--- config.mk ---
export PLATFORM = sky130hd
export DESIGN_NAME = fpAdder
export DESIGN_NICKNAME = d
export VERILOG_FILES = /design/src/fpuPkg.sv /design/src/fpAdder.sv /design/src/fpAlign.sv /design/src/fpMantAdd.sv /design/src/fpNormalize.sv
export VERILOG_INCLUDE_DIRS = /design/src /design/src/include
export SDC_FILE = /design/constraint.sdc
export NUM_CORES = 1
export LEC_CHECK = 0
export ABC_AREA = 1
export BUFFER_PORTS_ARGS = -buffer_cell sky130_fd_sc_hd__buf_2
export CORE_MARGIN = 2
export CORE_UTILIZATION = 45
export CTS_BUF_LIST = sky130_fd_sc_hd__clkbuf_8
export DETAILED_ROUTE_END_ITERATION = 12
export GPL_TIMING_DRIVEN = 0
export HOLD_SLACK_MARGIN = 0.1
export PLACE_DENSITY = 0.72
export SETUP_SLACK_MARGIN = 0.05
export SYNTH_ARGS = -nofsm -noshare
export SYNTH_HDL_FRONTEND = slang
export SYNTH_HIERARCHICAL = 1
export SYNTH_SLANG_ARGS = --single-unit
--- constraint.sdc ---
create_clock -name clk -period 8.5 [get_ports clk]
set_input_delay 1.275 -clock clk [delete_from_list [all_inputs] [get_ports clk]]
set_output_delay 1.275 -clock clk [all_outputs]
set_load 0.05 [all_outputs]
--- src/include/fpu_consts.svh ---
`ifndef FPU_CONSTS_SVH
`define FPU_CONSTS_SVH

// single precision field layout.
`define FP_WIDTH    32
`define EXP_WIDTH   8
`define MANT_WIDTH  23    // stored fraction bits only.

// biased exponent that encodes infinity.
`define EXP_MAX     255

// hidden bit, fraction, then guard, round and sticky.
`define ALIGN_WIDTH (`MANT_WIDTH + 4)

// one extra bit on top for the carry out of the add.
`define SUM_WIDTH   (`ALIGN_WIDTH + 1)

// enough to count up to ALIGN_WIDTH-1 leading zeros.
`define LZC_WIDTH   5

`endif

--- src/fpuPkg.sv ---
`include "fpu_consts.svh"

package fpuPkg;

    // full operand or result word.
    typedef logic [`FP_WIDTH-1:0] fpWord_t;

    // biased exponent as stored.
    typedef logic [`EXP_WIDTH-1:0] fpExp_t;

    // significand after alignment, grs bits at the bottom.
    typedef logic [`ALIGN_WIDTH-1:0] fpAlignMant_t;

    // sum or difference of two aligned significands.
    typedef logic [`SUM_WIDTH-1:0] fpSumMant_t;

    // two spare bits so that overflow and underflow stay visible.
    typedef logic signed [`EXP_WIDTH+1:0] fpExpWide_t;

    // normalize shift count.
    typedef logic [`LZC_WIDTH-1:0] fpShift_t;

endpackage

--- src/fpAdder.sv ---
`timescale 1ns/100ps

module fpAdder
    import fpuPkg::*;
(
    input  logic    clk,
    input  logic    rst,
    input  logic    inValid,
    output logic    inReady,
    input  fpWord_t a,
    input  fpWord_t b,
    output logic    outValid,
    input  logic    outReady,
    output fpWord_t result
);

    // align to add.
    logic         alignValid;
    logic         alignReady;
    fpExp_t       bigExp;
    fpAlignMant_t bigMant;
    fpAlignMant_t smallMant;
    logic         resultSign;
    logic         effSub;

    // add to normalize.
    logic         sumValid;
    logic         sumReady;
    fpExp_t       sumExp;
    fpSumMant_t   sumMant;
    logic         sumSign;

    fpAlign uAlign (
        .clk        (clk),
        .rst        (rst),
        .inValid    (inValid),
        .inReady    (inReady),
        .a          (a),
        .b          (b),
        .alignValid (alignValid),
        .alignReady (alignReady),
        .bigExp     (bigExp),
        .bigMant    (bigMant),
        .smallMant  (smallMant),
        .resultSign (resultSign),
        .effSub     (effSub)
    );

    fpMantAdd uMantAdd (
        .clk        (clk),
        .rst        (rst),
        .alignValid (alignValid),
        .alignReady (alignReady),
        .bigExp     (bigExp),
        .bigMant    (bigMant),
        .smallMant  (smallMant),
        .resultSign (resultSign),
        .effSub     (effSub),
        .sumValid   (sumValid),
        .sumReady   (sumReady),
        .sumExp     (sumExp),
        .sumMant    (sumMant),
        .sumSign    (sumSign)
    );

    fpNormalize uNormalize (
        .clk      (clk),
        .rst      (rst),
        .sumValid (sumValid),
        .sumReady (sumReady),
        .sumExp   (sumExp),
        .sumMant  (sumMant),
        .sumSign  (sumSign),
        .outValid (outValid),
        .outReady (outReady),
        .result   (result)
    );

endmodule

--- src/fpAlign.sv ---
`timescale 1ns/100ps
`include "fpu_consts.svh"

module fpAlign
    import fpuPkg::*;
(
    input  logic         clk,
    input  logic         rst,
    input  logic         inValid,
    output logic         inReady,
    input  fpWord_t      a,
    input  fpWord_t      b,
    output logic         alignValid,
    input  logic         alignReady,
    output fpExp_t       bigExp,
    output fpAlignMant_t bigMant,
    output fpAlignMant_t smallMant,
    output logic         resultSign,
    output logic         effSub
);

    logic                      signA;
    logic                      signB;
    fpExp_t                    expA;
    fpExp_t                    expB;
    logic [`MANT_WIDTH:0]      sigA;
    logic [`MANT_WIDTH:0]      sigB;
    logic                      aLarger;
    fpExp_t                    expBig;
    fpExp_t                    expSmall;
    fpExp_t                    expDiff;
    logic [`MANT_WIDTH:0]      sigBig;
    logic [`MANT_WIDTH:0]      sigSmall;
    logic [2*`ALIGN_WIDTH-1:0] shiftWide;
    fpAlignMant_t              alignedSmall;

    assign signA = a[`FP_WIDTH-1];
    assign signB = b[`FP_WIDTH-1];
    assign expA  = a[`FP_WIDTH-2 -: `EXP_WIDTH];
    assign expB  = b[`FP_WIDTH-2 -: `EXP_WIDTH];

    // exponent zero reads as zero, subnormals included.
    assign sigA = (expA == '0) ? '0 : {1'b1, a[`MANT_WIDTH-1:0]};
    assign sigB = (expB == '0) ? '0 : {1'b1, b[`MANT_WIDTH-1:0]};

    // exponent decides first, significand breaks the tie.
    assign aLarger = (expA > expB) || ((expA == expB) && (sigA > sigB));

    assign expBig   = aLarger ? expA : expB;
    assign expSmall = aLarger ? expB : expA;
    assign sigBig   = aLarger ? sigA : sigB;
    assign sigSmall = aLarger ? sigB : sigA;
    assign expDiff  = expBig - expSmall;

    // lower half catches everything shifted past the sticky position.
    assign shiftWide = {sigSmall, 3'b000, {`ALIGN_WIDTH{1'b0}}} >> expDiff;

    always_comb begin
        if (expDiff >= `ALIGN_WIDTH) begin
            alignedSmall = {{(`ALIGN_WIDTH-1){1'b0}}, |sigSmall}; // only sticky left.
        end else begin
            alignedSmall = {shiftWide[2*`ALIGN_WIDTH-1:`ALIGN_WIDTH+1],
                            shiftWide[`ALIGN_WIDTH] | (|shiftWide[`ALIGN_WIDTH-1:0])};
        end
    end

    // register is free when empty or being drained this cycle.
    assign inReady = !alignValid || alignReady;

    always_ff @(posedge clk) begin
        if (rst) begin
            alignValid <= 1'b0;
        end else if (inReady) begin
            alignValid <= inValid;
        end
    end

    always_ff @(posedge clk) begin
        if (inValid && inReady) begin
            bigExp     <= expBig;
            bigMant    <= {sigBig, 3'b000};
            smallMant  <= alignedSmall;
            resultSign <= aLarger ? signA : signB;
            effSub     <= signA ^ signB;
        end
    end

endmodule

--- src/fpMantAdd.sv ---
`timescale 1ns/100ps
`include "fpu_consts.svh"

module fpMantAdd
    import fpuPkg::*;
(
    input  logic         clk,
    input  logic         rst,
    input  logic         alignValid,
    output logic         alignReady,
    input  fpExp_t       bigExp,
    input  fpAlignMant_t bigMant,
    input  fpAlignMant_t smallMant,
    input  logic         resultSign,
    input  logic         effSub,
    output logic         sumValid,
    input  logic         sumReady,
    output fpExp_t       sumExp,
    output fpSumMant_t   sumMant,
    output logic         sumSign
);

    fpSumMant_t bigExt;
    fpSumMant_t smallExt;
    fpSumMant_t sumNext;

    // room for the carry on top.
    assign bigExt   = {1'b0, bigMant};
    assign smallExt = {1'b0, smallMant};

    // big is never below small, so the difference cannot go negative.
    always_comb begin
        if (effSub) begin
            sumNext = bigExt - smallExt;
        end else begin
            sumNext = bigExt + smallExt;
        end
    end

    assign alignReady = !sumValid || sumReady;

    always_ff @(posedge clk) begin
        if (rst) begin
            sumValid <= 1'b0;
        end else if (alignReady) begin
            sumValid <= alignValid;
        end
    end

    always_ff @(posedge clk) begin
        if (alignValid && alignReady) begin
            sumExp  <= bigExp;   // exponent of the larger operand.
            sumMant <= sumNext;
            sumSign <= resultSign;
        end
    end

endmodule

--- src/fpNormalize.sv ---
`timescale 1ns/100ps
`include "fpu_consts.svh"

module fpNormalize
    import fpuPkg::*;
(
    input  logic       clk,
    input  logic       rst,
    input  logic       sumValid,
    output logic       sumReady,
    input  fpExp_t     sumExp,
    input  fpSumMant_t sumMant,
    input  logic       sumSign,
    output logic       outValid,
    input  logic       outReady,
    output fpWord_t    result
);

    logic         sumZero;
    logic         carryOut;
    fpShift_t     lzCount;
    fpAlignMant_t normMant;
    fpExpWide_t   expExt;
    fpExpWide_t   normExp;
    fpWord_t      resultNext;

    assign sumZero  = (sumMant == '0);
    assign carryOut = sumMant[`SUM_WIDTH-1];
    assign expExt   = fpExpWide_t'({2'b00, sumExp});

    // priority encoder below the carry bit, the highest set bit wins.
    always_comb begin
        lzCount = '0;
        for (int i = 0; i < `ALIGN_WIDTH; i++) begin
            if (sumMant[i]) begin
                lzCount = fpShift_t'(`ALIGN_WIDTH - 1 - i);
            end
        end
    end

    always_comb begin
        if (carryOut) begin
            // one place right, the dropped bit stays in sticky.
            normMant = {sumMant[`SUM_WIDTH-1:2], sumMant[1] | sumMant[0]};
            normExp  = expExt + fpExpWide_t'(1);
        end else begin
            normMant = sumMant[`ALIGN_WIDTH-1:0] << lzCount;
            normExp  = expExt - fpExpWide_t'({{(`EXP_WIDTH+2-`LZC_WIDTH){1'b0}}, lzCount});
        end
    end

    // grs bits are dropped here, which is the truncation.
    always_comb begin
        if (sumZero || (normExp <= 0)) begin
            resultNext = '0;                                    // exact zero or underflow.
        end else if (normExp >= `EXP_MAX) begin
            resultNext = {sumSign, {`EXP_WIDTH{1'b1}}, {`MANT_WIDTH{1'b0}}};
        end else begin
            resultNext = {sumSign, normExp[`EXP_WIDTH-1:0],
                          normMant[`ALIGN_WIDTH-2 -: `MANT_WIDTH]};
        end
    end

    assign sumReady = !outValid || outReady;

    always_ff @(posedge clk) begin
        if (rst) begin
            outValid <= 1'b0;
        end else if (sumReady) begin
            outValid <= sumValid;
        end
    end

    always_ff @(posedge clk) begin
        if (sumValid && sumReady) begin
            result <= resultNext;
        end
    end

endmodule

==> run summary, run 1 <==
Starting Density -> 0.456
cell count after synthesis -> 2086
Num CTS Buffers -> 17
later-pin clock latency in the skew report -> 0.48 ns
CTS root buf -> clkbuf_8
beginning of the worst hold path -> uAlign/bigExp[5]$_DFFE_PP_
WL met1 -> 20900 microns
Yosys cell types -> 61
slowest stage delay, CP -> 0.41 ns
drt pass-1 iters -> 9
Pins Over Slew Limit -> 0
Routed WL -> 45300 microns
Max Root-Sink Buffers -> 2
most frequent CP cell -> nand2_1
commonest cells after routing, fill and taps aside -> nand2_1 (701), nand3_1 (282), inv_1 (266)
Die ar. -> 31400 sq um
CTS tree -> built
Worst Path Class, Setup -> in2reg
synth warn -> 6
outcome -> finished clean
FFs w/ async S/R, synth -> 0
clk sinks -> 133
Antenna Nets Post-Route -> 0
Tcrit/Tclk final -> 0.793
synth-to-layout area growth -> 10.9%
total global-route track usage -> 0.286
Layout Cells excl Fill -> 2614
routability cong. -> 1.01
post_cts resized -> 0
Critical Path Source Type -> primary input
initial drt markers -> 1779
clock-pin slew on the worst setup and hold paths -> 0.08 ns
grt total ovfl -> 0
routed wl met3 -> 4000 microns
area of the core -> 29600 sq um
final count of hold timing violations -> 0
Die Ht -> 177 microns
initial antenna violation count -> 0
met2 WL -> 19100 microns
Post-CTS Setup Inserts -> 0
worst slew pin tran -> 1.04 ns
sequential area share after synthesis -> 0.293
number of remaining DRC errors -> 0
final count of negative-setup-slack endpoints -> 0
RSZ-0062 raised after global routing -> false
# H-tree levels -> 4
Post-Syn Area -> 13500 sq um
CP required -> 8.75 ns
Buffers on Ports -> 101
width of the die -> 177 microns
fmax -> 0.148 GHz
antenna fix cells -> 0
vias in the first global route -> 12800
Top FF cell, synth -> edfxtp_1
Fill cells -> 3085
mean routed wirelength per cell -> 17.3 microns
hold_buf cts -> 0
CP Capture Type -> flip-flop
Inst Count DP -> 2582
layout cell share with drive strength beyond 1 -> 0.113
synthesized flop and latch total -> 133
maximum VDD drop -> 0.0995 mV
Rows -> 63
fin nets -> 2346
clk_skew -> 0.0238 ns
mean post-synth cell area -> 6.48 sq um
delay-heaviest family, CP -> simple AND/OR/NAND/NOR gates
max capacitance violation total -> 0
Arr. time, crit path -> 6.99 ns
fin crit period -> 6.74 ns
Max FO, Critical Path -> 10
Critical R2R Launch -> uMantAdd/sumMant[6]$_DFFE_PP_
worst path bufs/invs -> 10
DR vias/cell -> 5.56
slowest CP cell -> clkbuf_1
leak pwr -> 7.67 nW
max_slew headroom -> 0.302
crit path launch -> b[25]
power per standard cell area -> 196 nW/um^2
Post-synth EDFFs -> 130
# IOs -> 102
top layer in use -> met4
Min-Delay Path Class -> reg2reg
Fin Setup TNS -> 0 ns
hpwl dp -> 37100 microns
most common cell after layout, fill and taps aside -> nand2_1
vias -> 14500
pin count of the biggest net entering global routing -> 33
first-pass GRT wire length -> 69700 microns
==> worst paths after layout <==
path,endpoint,slack [ns],depth (start not counted)
worst max register to register,uNormalize/result[15]$_SDFFCE_PP0P_,3.07,24
worst min register to register,uMantAdd/sumExp[5]$_DFFE_PP_,0.42,0
worst min-delay path,uMantAdd/sumExp[5]$_DFFE_PP_,0.42,0
worst max-delay path,uAlign/smallMant[0]$_DFFE_PP_,1.76,38
==> worst reg2reg max path, cell delays in order (launching register included) <==
cell and delay, ns:
edfxtp_1 0.50, nor4_1 0.65, nand3_1 0.16, a21oi_1 0.29, clkinv_1 0.35, clkbuf_1 0.39, ha_1 0.43, inv_1 0.06
o31ai_1 0.26, inv_1 0.08, nor2_1 0.13, nor2_1 0.08, nor2_1 0.10, nor2_1 0.06, xor2_1 0.23, nand3_1 0.11
nor3_1 0.30, nor3_4 0.08, inv_1 0.19, nor2_1 0.10, inv_1 0.10, buf_2 0.27, a21oi_1 0.07, o21ai_1 0.12
inv_1 0.07
==> stage by stage <==
| step | hold WS (ns) | setup WS, ns | area (sq um) | util | power, mW |
|---|---|---|---|---|---|
| floorplan | 0.400 | 3.00 | 13500 | - | 1.95 |
| global placement | 0.403 | 1.40 | 14500 | 0.490 | 2.37 |
| detailed placement | 0.405 | 1.38 | 14600 | 0.493 | 2.37 |
| CTS | 0.426 | 1.88 | 15000 | 0.506 | 2.91 |
| global route | 0.432 | 1.31 | 15000 | 0.506 | 3.14 |
| finish | 0.425 | 1.76 | 15000 | 0.506 | 2.94 |
==> state kept, by name, summed over array words and instances (netlist names) <==
signal	flops
uMantAdd/sumSign	1
uMantAdd/sumExp	8
uAlign/smallMant	27
uMantAdd/sumValid	1
uAlign/bigExp	8
uAlign/effSub	1
uNormalize/result	32
uMantAdd/sumMant	28
uNormalize/outValid	1
uAlign/bigMant	24
uAlign/alignValid	1
uAlign/resultSign	1
==> power breakdown <==
group | internal [mW] | switching, mW | total, mW
sequential | 0.821 | 0.0561 | 0.877
combinational | 0.470 | 1.06 | 1.53
clock | 0.239 | 0.291 | 0.529
total | 1.53 | 1.41 | 2.94
==> cells by family after synthesis <==
| kind of cell | Yosys count | share of synthesized area |
|---|---|---|
| buffers and inverters | 358 | 0.108 |
| other | 1 | 0.000277 |
| xor gates and xnor gates | 42 | 0.0278 |
| AOI/OAI and AO/OA | 205 | 0.0869 |
| and+or+nand+nor | 1279 | 0.420 |
| adders and majority gates | 67 | 0.0631 |
| DFF | 133 | 0.293 |
| muxes | 1 | 0.000741 |
==> final cells by class <==
cell class	instances	area, sq um	share of cell area
Buffer	82	423	0.0282
Clock buffer	17	234	0.0156
Clock inverter	15	146	0.00976
Inverter	276	1040	0.0691
Multi-Input combinational cell	1597	8140	0.543
Sequential cell	133	3960	0.264
Tap cell	390	488	0.0325
Timing Repair Buffer	104	566	0.0377
==> synth_stat cells (3+ instances only) <==
| cell | number | area [sq um] |
|---|---|---|
| and2_1 | 4 | 25.0 |
| nand2_2 | 15 | 93.8 |
| nor2_2 | 6 | 37.5 |
| inv_1 | 265 | 995 |
| nand3_1 | 282 | 1410 |
| nand2_1 | 701 | 2630 |
| o21ai_0 | 60 | 300 |
| buf_4 | 5 | 37.5 |
| a21oi_1 | 70 | 350 |
| inv_2 | 9 | 33.8 |
| nand3b_1 | 3 | 22.5 |
| o22ai_1 | 27 | 169 |
| nand4_2 | 5 | 62.6 |
| nand2_4 | 5 | 56.3 |
| nor3_1 | 9 | 45.0 |
| edfxtp_1 | 130 | 3900 |
| buf_1 | 7 | 26.3 |
| dfxtp_1 | 3 | 60.1 |
| nor2_1 | 158 | 593 |
| nor4_1 | 5 | 31.3 |
| xor2_1 | 34 | 298 |
| buf_2 | 20 | 100 |
| nand3_2 | 16 | 160 |
| clkbuf_1 | 41 | 154 |
| xnor2_1 | 7 | 61.3 |
| a21o_1 | 6 | 45.0 |
| ha_1 | 65 | 813 |
| nor2_4 | 7 | 78.8 |
| nand4_1 | 55 | 344 |
| o21ai_1 | 13 | 65.1 |
| o21ai_2 | 7 | 61.3 |
| buf_6 | 8 | 90.1 |
==> layer usage <==
| metal | up-vias | global-route usage |
|---|---|---|
| met1 | 6644 | 0.424 |
| met4 | 0 | 0.0956 |
| met2 | 710 | 0.424 |
| met5 | - | 0 |
| met3 | 75 | 0.0394 |
| li1 | 7102 | - |
Note: power is estimated with default switching activity, not from simulation.
==> run 2, diff against run 1 <==
==> constraint.sdc (replaced) <==
create_clock -name clk -period 6.95 [get_ports clk]
set_input_delay 1.0425 -clock clk [delete_from_list [all_inputs] [get_ports clk]]
set_output_delay 1.0425 -clock clk [all_outputs]
set_load 0.05 [all_outputs]
==> run 2 against run 1 <==
Compared with the run above:
- sequential share of layout area hardly changed
- utilization hardly changed
- final cell count stayed put
- routed wire length hardly changed
- clock-buffer cell count stayed put
- power is 22% higher
- die area stayed put
- first-iteration DRC count stayed put
- non-clock buffer count stayed put
- final area hardly changed
- sequential power is 22% higher
- critical endpoint unchanged
- largest power group unchanged
==> run summary, run 2 (synthesis results as in run 1) <==
Pins Over Slew Limit -> 0 (unchanged)
drt pass-1 iters -> 6 (-3)
max_slew headroom -> 0.299 (-0.00324)
final worst slack -> 0.526 ns (-1.24 ns)
Buffers on Ports -> 101 (unchanged)
Antenna Nets Post-Route -> 0 (unchanged)
placed instance area -> 14600 sq um (unchanged)
Hold WS -> 0.425 ns (-0.00000100 ns)
routability cong. -> 1.01 (unchanged)
slowest stage delay, CP -> 0.51 ns (+0.10 ns)
CP Capture Type -> flip-flop
max FFs per register -> 32 (unchanged)
vias -> 14600 (+0.14%)
CTS root buf -> clkbuf_8
hold path depth -> 0 (unchanged)
post_cts resized -> 0 (unchanged)
final count of negative-setup-slack endpoints -> 0 (unchanged)
most frequent CP cell -> nand2_1
Arr. time, crit path -> 6.67 ns (-0.32 ns)
total global-route track usage -> 0.286 (unchanged)
worst slew pin tran -> 1.05 ns (+0.00485 ns)
fin nets -> 2346 (unchanged)
initial drt markers -> 1779 (unchanged)
Min-Delay Path Class -> reg2reg
biggest regs -> uNormalize/result: 32 flops, uMantAdd/sumMant: 28 flops, uAlign/smallMant: 27 flops
Max FO, Critical Path -> 10 (unchanged)
Starting Density -> 0.456 (unchanged)
synth-to-layout area growth -> 10.9% (about the same)
CP required -> 7.20 ns (-1.55 ns)
CTS tree -> built
Routed WL -> 45300 microns (about the same)
slowest CP cell -> clkbuf_1
Util after Layout -> 0.506 (about the same)
most common cell after layout, fill and taps aside -> nand2_1
first-pass GRT wire length -> 69700 microns (unchanged)
number of remaining DRC errors -> 0 (unchanged)
fin area -> 15000 sq um (about the same)
fin crit period -> 6.42 ns
clk sinks -> 133 (unchanged)
RSZ-0062 raised after global routing -> false
Fin Setup TNS -> 0 ns (unchanged)
vias in the first global route -> 12800 (unchanged)
Rows -> 63 (unchanged)
layout cell share with drive strength beyond 1 -> 0.114 (+0.000899)
fmax -> 0.156 GHz
hold_buf cts -> 0 (unchanged)
outcome -> finished clean
hpwl dp -> 37100 microns (unchanged)
clk_skew -> 0.0242 ns (+0.000415 ns)
DR vias/cell -> 5.57 (+0.14%)
pin count of the biggest net entering global routing -> 33 (unchanged)
final count of hold timing violations -> 0 (unchanged)
area occupied by multi-input gates -> 8140 sq um (about the same)
mean routed wirelength per cell -> 17.3 microns (about the same)
Die ar. -> 31400 sq um (unchanged)
commonest cells after routing, fill and taps aside -> nand2_1 (701), nand3_1 (282), inv_1 (266)
# IOs -> 102 (unchanged)
max capacitance violation total -> 0 (unchanged)
clock-pin slew on the worst setup and hold paths -> 0.08 ns (about the same)
# H-tree levels -> 4 (unchanged)
Tcrit/Tclk final -> 0.924
Worst Reg-to-Reg Cells -> 24 (unchanged)
Worst Path Class, Setup -> in2reg
power per standard cell area -> 240 nW/um^2 (+22%)
Max Root-Sink Buffers -> 2 (unchanged)
grt total ovfl -> 0 (unchanged)
worst slack at placement -> 0.0670 ns (-1.32 ns)
Die Ht -> 177 microns (unchanged)
width of the die -> 177 microns (unchanged)
Largest Register -> uNormalize/result
antenna fix cells -> 0 (unchanged)
leak pwr -> 7.67 nW (about the same)
later-pin clock latency in the skew report -> 0.48 ns (about the same)
Post-CTS Setup Inserts -> 0 (unchanged)
Critical Path Source Type -> primary input
sequential cell area -> 3960 sq um (unchanged)
initial antenna violation count -> 0 (unchanged)
Num CTS Buffers -> 17 (unchanged)
maximum VDD drop -> 0.122 mV (+22%)
area of the core -> 29600 sq um (unchanged)
Fill cells -> 3083 (-0.065%)
-- run 2: cell counts in the layout (fill, tap and decap cells not counted) --
No cell type changed its count.
-- run 2: critical path, delay by kind of cell --
family	cells	cell delay [ns]
AND/OR/NAND/NOR	23	2.23
buffers and inverters	9	1.92
adder cells (fa/ha/maj)	2	0.70
AO/OA/AOI/OAI	3	0.79
-- run 2: power by group --
| part | internal [mW] | switching (mW) | leakage, nW |
|---|---|---|---|
| registers | 1.00 | 0.0686 | 1.28 |
| logic | 0.575 | 1.30 | 6.19 |
| clock network | 0.292 | 0.356 | 0.193 |
| total | 1.87 | 1.73 | 7.67 |
-- run 2: cell type report --
cell class,instances,share of cell area
inverters,276,0.0691
plain buffers,82,0.0283
well taps,390,0.0325
clock buffers,17,0.0156
multi-input cells,1597,0.543
flip-flops and latches,133,0.264
clock inverters,15,0.00976
repair buffers,104,0.0377
-- run 2: per-stage QoR --
step                total power [mW]  std cells
floorplan                       2.38       2088
global placement                2.90       2579
detailed placement              2.90       2582
CTS                             3.56       2614
global route                    3.84       2614
finish                          3.60       2614
-- run 2: routing by layer --
metal	track usage	up-vias	share of wire
met1	0.424	6649	0.46
met5	0	-	0
met3	0.0394	77	0.086
li1	-	7103	-
met4	0.0956	0	0.029
met2	0.424	722	0.42
-- run 2: path summary, 6_finish.rpt --
path | from | to | slack (ns)
setup / recovery | a[27] | uAlign/smallMant[0]$_DFFE_PP_ | 0.53
hold / removal | uAlign/bigExp[5]$_DFFE_PP_ | uMantAdd/sumExp[5]$_DFFE_PP_ | 0.42
setup reg to reg | uMantAdd/sumMant[6]$_DFFE_PP_ | uNormalize/result[15]$_SDFFCE_PP0P_ | 1.52
hold reg to reg | uAlign/bigExp[5]$_DFFE_PP_ | uMantAdd/sumExp[5]$_DFFE_PP_ | 0.42
